File: config.mk
export PLATFORM = sky130hd
export DESIGN_NAME = iob_top
export DESIGN_NICKNAME = d
export VERILOG_FILES = /design/src/design/iob_pkg.sv /design/src/design/iob_top.sv /design/src/design/bus_mem.sv /design/src/design/bus_arbiter.sv /design/src/design/iob_ctrl.sv /design/src/design/msg_tx.sv /design/src/design/msg_rx.sv
export SDC_FILE = /design/constraint.sdc
export NUM_CORES = 2
export LEC_CHECK = 0
export BUFFER_PORTS_ARGS = -buffer_cell sky130_fd_sc_hd__buf_4
export CAP_MARGIN = 5
export CORE_MARGIN = 1.5
export CORE_UTILIZATION = 40
export DETAILED_ROUTE_END_ITERATION = 10
export HOLD_SLACK_MARGIN = 0.08
export PLACE_DENSITY = 0.56
export SETUP_SLACK_MARGIN = 0.5
export SYNTH_ARGS = -nofsm -noshare
export SYNTH_HDL_FRONTEND = slang
export SYNTH_SLANG_ARGS = --single-unit
File: constraint.sdc
create_clock -name clk_sys -period 11.3 [get_ports clk_sys]
set_input_delay 1.13 -clock clk_sys [delete_from_list [all_inputs] [get_ports clk_sys]]
set_output_delay 1.13 -clock clk_sys [all_outputs]
set_load 0.005 [all_outputs]
File: src/design/iob_pkg.sv
`default_nettype none

package iob_pkg;

	// frame length on the link, cmd + a1 + addr(2) + data(2)
	localparam int MSG_BYTES = 6;

	// request codes, valid with direction flag set
	typedef enum logic [3:0] {
		req_w = 4'b0010, // write
		req_r = 4'b0011  // read
	} req_code_t;

	// response codes, valid with direction flag clear
	typedef enum logic [3:0] {
		resp_en = 4'b0001, // refused or unknown command
		resp_ok = 4'b0010,
		resp_pe = 4'b0011  // address error
	} resp_code_t;

	// command byte, one byte seen as request or as response
	typedef union packed {
		struct packed {
			logic      dir;  // 1 = request
			logic [2:0] rsvd;
			req_code_t code;
		} req;
		struct packed {
			logic       dir; // 0 = response
			logic [2:0]  rsvd;
			resp_code_t code;
		} resp;
	} msg_cmd_t;

	// slave reply status on the system bus
	typedef enum logic [1:0] {
		bus_none = 2'd0,
		bus_ok   = 2'd1,
		bus_pe   = 2'd2
	} bus_status_t;

endpackage

`default_nettype wire
File: src/design/iob_top.sv
`timescale 1ns/1ps
`default_nettype none

module iob_top import iob_pkg::*; #(
	parameter int MEM_WORDS = 256
) (
	input  logic        clk_sys,
	input  logic        reset,
	input  logic        rx_req,
	input  logic [7:0]  rx_byte,
	output logic        rx_ack,
	output logic        tx_req,
	output logic [7:0]  tx_byte,
	input  logic        tx_ack,
	input  logic        loc_req,
	input  logic        loc_we,
	input  logic [15:0] loc_addr,
	input  logic [15:0] loc_wdata,
	output logic        loc_ack,
	output logic [15:0] loc_rdata,
	output bus_status_t loc_status
);

	localparam int ADDR_BITS = 16;

	// received frame
	logic msg_valid, rx_release;
	msg_cmd_t m_cmd;
	logic [7:0] m_a1;
	logic [15:0] m_addr, m_data;

	// response frame
	logic send_req, send_ack;
	msg_cmd_t t_cmd;
	logic [7:0] t_a1;
	logic [15:0] t_addr, t_data;

	// controller side of the bus
	logic m0_req, m0_ack, m0_we;
	logic [15:0] m0_addr, m0_wdata, m0_rdata;
	bus_status_t m0_status;

	// memory bus
	logic mem_stb, mem_we, mem_done;
	logic [15:0] mem_addr, mem_wdata, mem_rdata;
	bus_status_t mem_status;

	msg_rx msg_rx_inst (
		.clk_sys, .reset,
		.rx_req, .rx_byte, .rx_ack,
		.msg_valid, .m_cmd, .m_a1, .m_addr, .m_data,
		.rx_release
	);

	iob_ctrl iob_ctrl_inst (
		.clk_sys, .reset,
		.msg_valid, .m_cmd, .m_a1, .m_addr, .m_data,
		.rx_release,
		.m0_req, .m0_ack, .m0_addr, .m0_wdata, .m0_we, .m0_rdata, .m0_status,
		.send_req, .send_ack,
		.t_cmd, .t_a1, .t_addr, .t_data
	);

	msg_tx msg_tx_inst (
		.clk_sys, .reset,
		.send_req, .send_ack,
		.t_cmd, .t_a1, .t_addr, .t_data,
		.tx_req, .tx_byte, .tx_ack
	);

	// local master on the m1 side
	bus_arbiter #(.ADDR_BITS(ADDR_BITS)) bus_arbiter_inst (
		.clk_sys, .reset,
		.m0_req, .m0_we, .m0_addr, .m0_wdata, .m0_ack, .m0_rdata, .m0_status,
		.m1_req(loc_req), .m1_we(loc_we), .m1_addr(loc_addr), .m1_wdata(loc_wdata),
		.m1_ack(loc_ack), .m1_rdata(loc_rdata), .m1_status(loc_status),
		.mem_stb, .mem_we, .mem_addr, .mem_wdata,
		.mem_done, .mem_rdata, .mem_status
	);

	bus_mem #(.MEM_WORDS(MEM_WORDS), .ADDR_BITS(ADDR_BITS)) bus_mem_inst (
		.clk_sys, .reset,
		.mem_stb, .mem_we, .mem_addr, .mem_wdata,
		.mem_done, .mem_rdata, .mem_status
	);

endmodule

`default_nettype wire

File: src/design/bus_mem.sv
`timescale 1ns/1ps
`default_nettype none

module bus_mem import iob_pkg::*; #(
	parameter int MEM_WORDS = 256,
	parameter int ADDR_BITS = 16
) (
	input  logic                 clk_sys,
	input  logic                 reset,
	input  logic                 mem_stb,
	input  logic                 mem_we,
	input  logic [ADDR_BITS-1:0] mem_addr,
	input  logic [15:0]          mem_wdata,
	output logic                 mem_done,
	output logic [15:0]          mem_rdata,
	output bus_status_t          mem_status
);

	localparam int IDX_BITS = $clog2(MEM_WORDS);

	logic [15:0] mem [MEM_WORDS];
	logic [IDX_BITS-1:0] idx;
	logic in_range;

	assign idx = mem_addr[IDX_BITS-1:0];
	assign in_range = (32'(mem_addr) < MEM_WORDS); // memory starts at zero

	// done one cycle after strobe
	always_ff @(posedge clk_sys) begin
		if (reset) begin
			mem_done <= 1'b0;
			mem_status <= bus_none;
		end else begin
			mem_done <= mem_stb;
			if (mem_stb)
				mem_status <= in_range ? bus_ok : bus_pe;
		end
	end

	always_ff @(posedge clk_sys) begin
		if (mem_stb) begin
			if (in_range) begin
				if (mem_we)
					mem[idx] <= mem_wdata;
				mem_rdata <= mem[idx]; // old word on a write
			end else begin
				mem_rdata <= 16'h0000; // out of range, nothing touched
			end
		end
	end

endmodule

`default_nettype wire

File: src/design/bus_arbiter.sv
`timescale 1ns/1ps
`default_nettype none

module bus_arbiter import iob_pkg::*; #(
	parameter int ADDR_BITS = 16
) (
	input  logic                 clk_sys,
	input  logic                 reset,
	input  logic                 m0_req,
	input  logic                 m0_we,
	input  logic [ADDR_BITS-1:0] m0_addr,
	input  logic [15:0]          m0_wdata,
	output logic                 m0_ack,
	output logic [15:0]          m0_rdata,
	output bus_status_t          m0_status,
	input  logic                 m1_req,
	input  logic                 m1_we,
	input  logic [ADDR_BITS-1:0] m1_addr,
	input  logic [15:0]          m1_wdata,
	output logic                 m1_ack,
	output logic [15:0]          m1_rdata,
	output bus_status_t          m1_status,
	output logic                 mem_stb,
	output logic                 mem_we,
	output logic [ADDR_BITS-1:0] mem_addr,
	output logic [15:0]          mem_wdata,
	input  logic                 mem_done,
	input  logic [15:0]          mem_rdata,
	input  bus_status_t          mem_status
);

	localparam logic [1:0] ST_IDLE = 2'd0;
	localparam logic [1:0] ST_STB  = 2'd1; // strobe cycle
	localparam logic [1:0] ST_WAIT = 2'd2; // waiting for done
	localparam logic [1:0] ST_ACK  = 2'd3; // ack up until req falls

	logic [1:0] state;
	logic gnt;      // 1 = local master
	logic last_gnt; // master served last, loses a tie
	logic pick;
	logic gnt_req;

	assign pick = (m0_req && m1_req) ? ~last_gnt : m1_req;
	assign gnt_req = gnt ? m1_req : m0_req;

	assign mem_stb = (state == ST_STB);
	assign mem_we = gnt ? m1_we : m0_we;
	assign mem_addr = gnt ? m1_addr : m0_addr;
	assign mem_wdata = gnt ? m1_wdata : m0_wdata;

	always_ff @(posedge clk_sys) begin
		if (reset) begin
			state <= ST_IDLE;
			gnt <= 1'b0;
			last_gnt <= 1'b1; // master 0 wins the first tie
			m0_ack <= 1'b0;
			m1_ack <= 1'b0;
		end else begin
			case (state)
				ST_IDLE: if (m0_req || m1_req) begin
					gnt <= pick;
					last_gnt <= pick;
					state <= ST_STB;
				end
				ST_STB: state <= ST_WAIT;
				ST_WAIT: if (mem_done) begin
					if (gnt)
						m1_ack <= 1'b1;
					else
						m0_ack <= 1'b1;
					state <= ST_ACK;
				end
				ST_ACK: if (!gnt_req) begin
					m0_ack <= 1'b0;
					m1_ack <= 1'b0;
					state <= ST_IDLE;
				end
				default: state <= ST_IDLE;
			endcase
		end
	end

	// reply routed back to the granted master only
	always_ff @(posedge clk_sys) begin
		if (state == ST_WAIT && mem_done) begin
			if (gnt) begin
				m1_rdata <= mem_rdata;
				m1_status <= mem_status;
			end else begin
				m0_rdata <= mem_rdata;
				m0_status <= mem_status;
			end
		end
	end

endmodule

`default_nettype wire

File: src/design/iob_ctrl.sv
`timescale 1ns/1ps
`default_nettype none

module iob_ctrl import iob_pkg::*; (
	input  logic        clk_sys,
	input  logic        reset,
	input  logic        msg_valid,
	input  msg_cmd_t    m_cmd,
	input  logic [7:0]  m_a1,
	input  logic [15:0] m_addr,
	input  logic [15:0] m_data,
	output logic        rx_release,
	output logic        m0_req,
	input  logic        m0_ack,
	output logic [15:0] m0_addr,
	output logic [15:0] m0_wdata,
	output logic        m0_we,
	input  logic [15:0] m0_rdata,
	input  bus_status_t m0_status,
	output logic        send_req,
	input  logic        send_ack,
	output msg_cmd_t    t_cmd,
	output logic [7:0]  t_a1,
	output logic [15:0] t_addr,
	output logic [15:0] t_data
);

	localparam logic [2:0] ST_IDLE    = 3'd0;
	localparam logic [2:0] ST_DECODE  = 3'd1;
	localparam logic [2:0] ST_BUS     = 3'd2;
	localparam logic [2:0] ST_RESPOND = 3'd3;
	localparam logic [2:0] ST_WAIT    = 3'd4; // response on the link
	localparam logic [2:0] ST_RELEASE = 3'd5;

	logic [2:0] state;
	logic access;     // request went to the bus
	logic bus_good;   // slave answered ok
	logic [15:0] bus_rd;
	logic is_rw;

	// request view, flag set and a known code
	assign is_rw = m_cmd.req.dir &&
		(m_cmd.req.code == req_r || m_cmd.req.code == req_w);

	always_ff @(posedge clk_sys) begin
		if (reset) begin
			state <= ST_IDLE;
			access <= 1'b0;
			m0_req <= 1'b0;
			send_req <= 1'b0;
			rx_release <= 1'b0;
		end else begin
			rx_release <= 1'b0; // single cycle pulse
			case (state)
				ST_IDLE: if (msg_valid && !m0_ack)
					state <= ST_DECODE;
				ST_DECODE: begin
					access <= is_rw;
					if (is_rw) begin
						m0_req <= 1'b1;
						state <= ST_BUS;
					end else begin
						state <= ST_RESPOND; // refused, no bus cycle
					end
				end
				ST_BUS: if (m0_ack) begin
					m0_req <= 1'b0; // arbiter drops ack after this
					state <= ST_RESPOND;
				end
				ST_RESPOND: begin
					send_req <= 1'b1;
					state <= ST_WAIT;
				end
				ST_WAIT: if (send_ack) begin
					send_req <= 1'b0;
					rx_release <= 1'b1; // fields already copied into t_*
					state <= ST_RELEASE;
				end
				ST_RELEASE: if (!send_ack && !m0_ack && !msg_valid)
					state <= ST_IDLE;
				default: state <= ST_IDLE;
			endcase
		end
	end

	// bus request fields, stable while m0_req is up
	always_ff @(posedge clk_sys) begin
		if (state == ST_DECODE) begin
			m0_addr <= m_addr;
			m0_wdata <= m_data;
			m0_we <= (m_cmd.req.code == req_w);
		end
	end

	// slave reply, taken with ack
	always_ff @(posedge clk_sys) begin
		if (state == ST_BUS && m0_ack) begin
			bus_good <= (m0_status == bus_ok);
			bus_rd <= m0_rdata;
		end
	end

	// response frame, echoes a1 and address
	always_ff @(posedge clk_sys) begin
		if (state == ST_RESPOND) begin
			t_cmd.resp.dir <= 1'b0;
			t_cmd.resp.rsvd <= 3'b000;
			if (!access)
				t_cmd.resp.code <= resp_en;
			else
				t_cmd.resp.code <= bus_good ? resp_ok : resp_pe;
			t_a1 <= m_a1;
			t_addr <= m_addr;
			if (access && bus_good)
				t_data <= m0_we ? m0_wdata : bus_rd; // written or read word
			else
				t_data <= 16'h0000; // pe and en carry no data
		end
	end

endmodule

`default_nettype wire

File: src/design/msg_tx.sv
`timescale 1ns/1ps
`default_nettype none

module msg_tx import iob_pkg::*; (
	input  logic        clk_sys,
	input  logic        reset,
	input  logic        send_req,
	output logic        send_ack,
	input  msg_cmd_t    t_cmd,
	input  logic [7:0]  t_a1,
	input  logic [15:0] t_addr,
	input  logic [15:0] t_data,
	output logic        tx_req,
	output logic [7:0]  tx_byte,
	input  logic        tx_ack
);

	localparam int CNT_BITS = $clog2(MSG_BYTES);
	localparam logic [CNT_BITS-1:0] LAST = CNT_BITS'(MSG_BYTES - 1);

	localparam logic [1:0] TX_IDLE = 2'd0;
	localparam logic [1:0] TX_BYTE = 2'd1; // req high, waiting for ack
	localparam logic [1:0] TX_GAP  = 2'd2; // req low, waiting for ack to drop
	localparam logic [1:0] TX_DONE = 2'd3; // send_ack high

	logic [1:0] state;
	logic [CNT_BITS-1:0] idx;
	logic [MSG_BYTES-1:0][7:0] frame; // cmd byte at top

	// idx only moves with req low, so the byte is stable under req
	assign tx_byte = frame[LAST - idx];

	always_ff @(posedge clk_sys) begin
		if (reset) begin
			state <= TX_IDLE;
			idx <= '0;
			tx_req <= 1'b0;
			send_ack <= 1'b0;
		end else begin
			case (state)
				TX_IDLE: if (send_req) begin
					idx <= '0;
					tx_req <= 1'b1;
					state <= TX_BYTE;
				end
				TX_BYTE: if (tx_ack) begin
					tx_req <= 1'b0;
					state <= TX_GAP;
				end
				TX_GAP: if (!tx_ack) begin
					if (idx == LAST) begin
						send_ack <= 1'b1; // whole frame out
						state <= TX_DONE;
					end else begin
						idx <= idx + 1'b1;
						tx_req <= 1'b1;
						state <= TX_BYTE;
					end
				end
				TX_DONE: if (!send_req) begin
					send_ack <= 1'b0; // close the four-phase
					state <= TX_IDLE;
				end
				default: state <= TX_IDLE;
			endcase
		end
	end

	// response latched at start, controller may move on after send_ack
	always_ff @(posedge clk_sys) begin
		if (state == TX_IDLE && send_req)
			frame <= {t_cmd, t_a1, t_addr, t_data};
	end

endmodule

`default_nettype wire

File: src/design/msg_rx.sv
`timescale 1ns/1ps
`default_nettype none

module msg_rx import iob_pkg::*; (
	input  logic        clk_sys,
	input  logic        reset,
	input  logic        rx_req,
	input  logic [7:0]  rx_byte,
	output logic        rx_ack,
	output logic        msg_valid,
	output msg_cmd_t    m_cmd,
	output logic [7:0]  m_a1,
	output logic [15:0] m_addr,
	output logic [15:0] m_data,
	input  logic        rx_release
);

	localparam int CNT_BITS = $clog2(MSG_BYTES);
	localparam logic [CNT_BITS-1:0] LAST = CNT_BITS'(MSG_BYTES - 1);

	logic [CNT_BITS-1:0] cnt; // position of next byte in frame
	logic take;

	// new byte offered, previous handshake closed, nothing held
	assign take = rx_req && !rx_ack && !msg_valid;

	always_ff @(posedge clk_sys) begin
		if (reset) begin
			rx_ack <= 1'b0;
			msg_valid <= 1'b0;
			cnt <= '0;
		end else begin
			if (rx_release) begin // controller done, open for next frame
				msg_valid <= 1'b0;
				cnt <= '0;
			end
			if (take) begin
				rx_ack <= 1'b1;
				if (cnt == LAST)
					msg_valid <= 1'b1; // sixth byte in, hold frame
				else
					cnt <= cnt + 1'b1;
			end else if (rx_ack && !rx_req) begin
				rx_ack <= 1'b0; // far end dropped req
			end
		end
	end

	// frame fields, placed by byte position
	always_ff @(posedge clk_sys) begin
		if (take) begin
			case (cnt)
				0: m_cmd <= rx_byte;
				1: m_a1 <= rx_byte;
				2: m_addr[15:8] <= rx_byte; // address high first
				3: m_addr[7:0] <= rx_byte;
				4: m_data[15:8] <= rx_byte;
				5: m_data[7:0] <= rx_byte;
				default: ;
			endcase
		end
	end

endmodule

`default_nettype wire

==> flow_summary.ini <==
[clock_tree]
cts_inserted_buffers = 438
clk_pin_slew_ns = 0.06
clkLatencyLatePin_ns = 0.99
cts_resized = 0
cts_tree = yes
cts_setup_buffers = 0
numClockSinks = 4355
hold_buffers = 0
cts_buffer_depth = 4
root_buffer = clkbuf_16
cts_max_level = 5

[floorplanning]
die-height_um = 646
die_area_um2 = 417000
coreArea_um2 = 410000
initial_utilization_pct = 40.3
die_w_um = 646
row_count = 235
ios = 75

[timing]
timing.final.crit_period_ns = 6.27
period_share_pct = 55.5
max_freq_ghz = 0.159
setup_viol = 0
skew_ns = 0.0517
hold_viol_final = 0
maxSlewViolCount = 0
fin_ws_ns = 5.03
worst_pin_slew_ns = 1.39
tns_ns = 0
relSlewSlack_pct = 6.29
rsz0062_at_grt = false

[worst_hold_path]
min_to = msg_tx_inst.state[0]
min_path_cells = 2
min-delay-start = tx_ack
hold_class = in2reg

[yosys]
synth_common_cells = edfxtp_1 (4327), nand2_1 (1089), mux4_2 (1026), nor2_1 (300), a41oi_1 (274)
synth_warnings = 0
yosysTopAreaCell = edfxtp_1
netlist_top_cells_area = edfxtp_1 (79%), mux4_2 (14%), nand2_1 (2.5%), a41oi_1 (1.5%), nor2_1 (0.68%)
synth_cell_types = 49
ys.flop_type = edfxtp_1
synth-async-reset-ratio_pct = 0
synthesis.instances = 7745
syn_avg_cell_area_um2 = 21.3
synth_edf_count = 4327
ys_seq_area_share_pct = 79.0
synth.most_common_cell = edfxtp_1
synth_top_area_share_pct = 78.6
post_synth_instance_area_um2 = 165000
yosys_register_bits = 4355
syn-num-nets = 7802

[critical_path]
crit_chain = mux2_8 -> buf_4 -> buf_4 -> mux4_2 -> nand2_1 -> a41oi_1 -> o41ai_1 -> buf_4 -> a41oi_1
cp-start-kind = register
crit_path_top_delay_cell = o41ai_1
crit_fanout = 80
crit_buf_inv = 3
r2r.worst_path.cells = 9
path_class = reg2reg
critPathTopFamily = buffers and inverters
regToRegSetupSlack_ns = 5.03
cp_slowest_stage_delay_ns = 1.23
crit_required_ns = 11.96
crit_path_end_kind = register
rr_startpoint = bus_arbiter_inst.gnt
r2r-end = bus_mem_inst.mem_rdata[10]
cpMostUsedCell = buf_4
cp.arrival_ns = 6.93

[cells_and_area]
area_delta_synth_final_pct = 14.2
nFillCells = 34143
nets = 8260
drive_gt1_share_pct = 26.0

[placed_design]
gp_congestion = 0.802
io_buffers = 74
place_ws_ns = 4.52
dp_hpwl_um = 261000

[power]
p_comb_share_pct = 15.5
p_int_mw = 28.6
ir_worst_vdd_uv = 141
p_leak_nw = 57.7
switching_share_pct = 26.5
power.switching_mw = 10.3
pwr-share-clk_pct = 36.1
power_density_nw_per_um2 = 206
p_seq_share_pct = 48.4

[detailed_routing]
first_pass_iters = 5
drt_iter0_drc = 9671
vias = 81240
drc = 0
ant_nets = 0
routedWlPerCell_um = 32.2
via_per_inst = 5.79
routed_wl_um = 452000

[global_routing]
antenna_found_initial = 38
grt_pass1_wl_um = 637000
grt_pass1_vias = 81877
grt_overflow = 0
grt_use_total_pct = 21.5
grt_max_degree = 130

[job]
max_cap_viol_count = 0

[outcome]
status = finished, final reports clean
cells by family after synthesis:
kind of cell | count (synthesis) | synth area share, %
DFF | 4355 | 79.0
xor gates and xnor gates | 4 | 0.0212
buffers and inverters | 451 | 1.19
AOI/OAI and AO/OA | 404 | 2.06
and+or+nand+nor | 1440 | 3.34
adders and majority gates | 11 | 0.0833
muxes | 1080 | 14.3
worst reg2reg max path, stage by stage, from the launching register on:
cell	delay, ns
dfxtp_4	0.71
mux2_8	0.91
buf_4	0.91
buf_4	0.86
mux4_2	0.49
nand2_1	0.11
a41oi_1	0.35
o41ai_1	1.23
buf_4	0.28
a41oi_1	0.10
sequential cells by signal, indices dropped and copies added (netlist names), 16 cells and up:
| name | cells |
|---|---|
| bus_mem_inst.mem | 4096 |
| msg_tx_inst.frame | 42 |
| bus_arbiter_inst.m0_rdata | 16 |
| bus_arbiter_inst.m1_rdata | 16 |
| bus_mem_inst.mem_rdata | 16 |
| iob_ctrl_inst.bus_rd | 16 |
| iob_ctrl_inst.m0_addr | 16 |
| iob_ctrl_inst.m0_wdata | 16 |
| iob_ctrl_inst.t_addr | 16 |
| iob_ctrl_inst.t_data | 16 |
| msg_rx_inst.m_addr | 16 |
| msg_rx_inst.m_data | 16 |
placed cells by master, fill, tap and decap left out, types with 4 or more instances in the layout:
master,netlist,layout
nor2b_1,7,7
o41ai_2,0,37
o21ai_0,16,16
o22ai_1,4,4
inv_1,20,19
buf_12,0,14
clkbuf_16,0,444
nand2b_1,7,7
bufinv_16,0,32
o41ai_4,0,10
nor4_1,7,7
mux2_8,0,18
edfxtp_1,4327,4327
and3_1,8,8
clkbuf_1,222,93
nand2_2,0,10
inv_6,0,12
a21oi_1,17,17
clkinvlp_4,0,8
nand2_4,0,6
nor2_2,0,52
o32ai_4,0,8
o41ai_1,65,18
nor3_1,9,8
ha_1,11,11
a41oi_1,274,274
clkinv_2,0,83
nand2_1,1089,1073
dfxtp_1,28,27
mux4_2,1026,1026
clkinv_1,0,112
mux2i_1,34,34
clkinv_16,0,6
diode_2,0,16
buf_4,19,430
nor2_1,300,247
final cells by class:
| class | instances | area [µm²] | share of cell area, % |
|---|---|---|---|
| sequential | 4355 | 130000 | 69.2 |
| multi-input combinational | 2939 | 33900 | 18.0 |
| inverter | 20 | 75.1 | 0.0398 |
| tap | 5451 | 6820 | 3.62 |
| clock inverter | 259 | 2240 | 1.19 |
| clock buffer | 537 | 11500 | 6.08 |
| timing repair buffer | 449 | 3560 | 1.89 |
| antenna | 16 | 40.0 | 0.0212 |
metrics by stage:
| stage | cells | area (µm²) | util, % | total power [mW] | hold slack (ns) |
|---|---|---|---|---|---|
| 2_1_floorplan | 7745 | 165000 | - | 22.8 | 0.400 |
| 5_1_grt | 14016 | 189000 | 45.9 | 40.0 | 0.360 |
| 6_report | 14026 | 189000 | 45.9 | 38.9 | 0.379 |
| 3_3_place_gp | 13204 | 175000 | 42.5 | 25.2 | 0.400 |
| 3_5_place_dp | 13212 | 175000 | 42.6 | 25.3 | 0.405 |
| 4_1_cts | 14008 | 189000 | 45.9 | 39.2 | 0.305 |
worst max-delay path by stage:
stage                          from                         end  cells after the start
2_1_floorplan           loc_addr[0]    bus_mem_inst.mem[130][0]                      9
3_3_place_gp            loc_addr[1]   bus_mem_inst.mem_rdata[5]                     10
3_5_place_dp            loc_addr[1]  bus_mem_inst.mem_rdata[10]                     10
4_1_cts        bus_arbiter_inst.gnt  bus_mem_inst.mem_rdata[10]                      9
5_1_grt        bus_arbiter_inst.gnt  bus_mem_inst.mem_rdata[10]                      9
6_report       bus_arbiter_inst.gnt  bus_mem_inst.mem_rdata[10]                      9
routing by layer:
layer | up-vias | routed length [µm] | GRT usage, %
met5 | - | 101 | 0
met4 | 16 | 13900 | 6.25
met3 | 618 | 34900 | 3.74
met2 | 3428 | 216000 | 34.3
met1 | 44212 | 187000 | 30.4
li1 | 32966 | - | -
power by group through the flow:
stage	registers, mW	clock network [mW]	logic, mW
6_report	18.9	14.0	6.02
5_1_grt	18.9	14.8	6.36
4_1_cts	18.9	14.2	6.11
3_5_place_dp	19.2	0	6.11
3_3_place_gp	19.2	0	5.99
2_1_floorplan	19.2	0	3.57
Power figures use the tool's default switching activity.
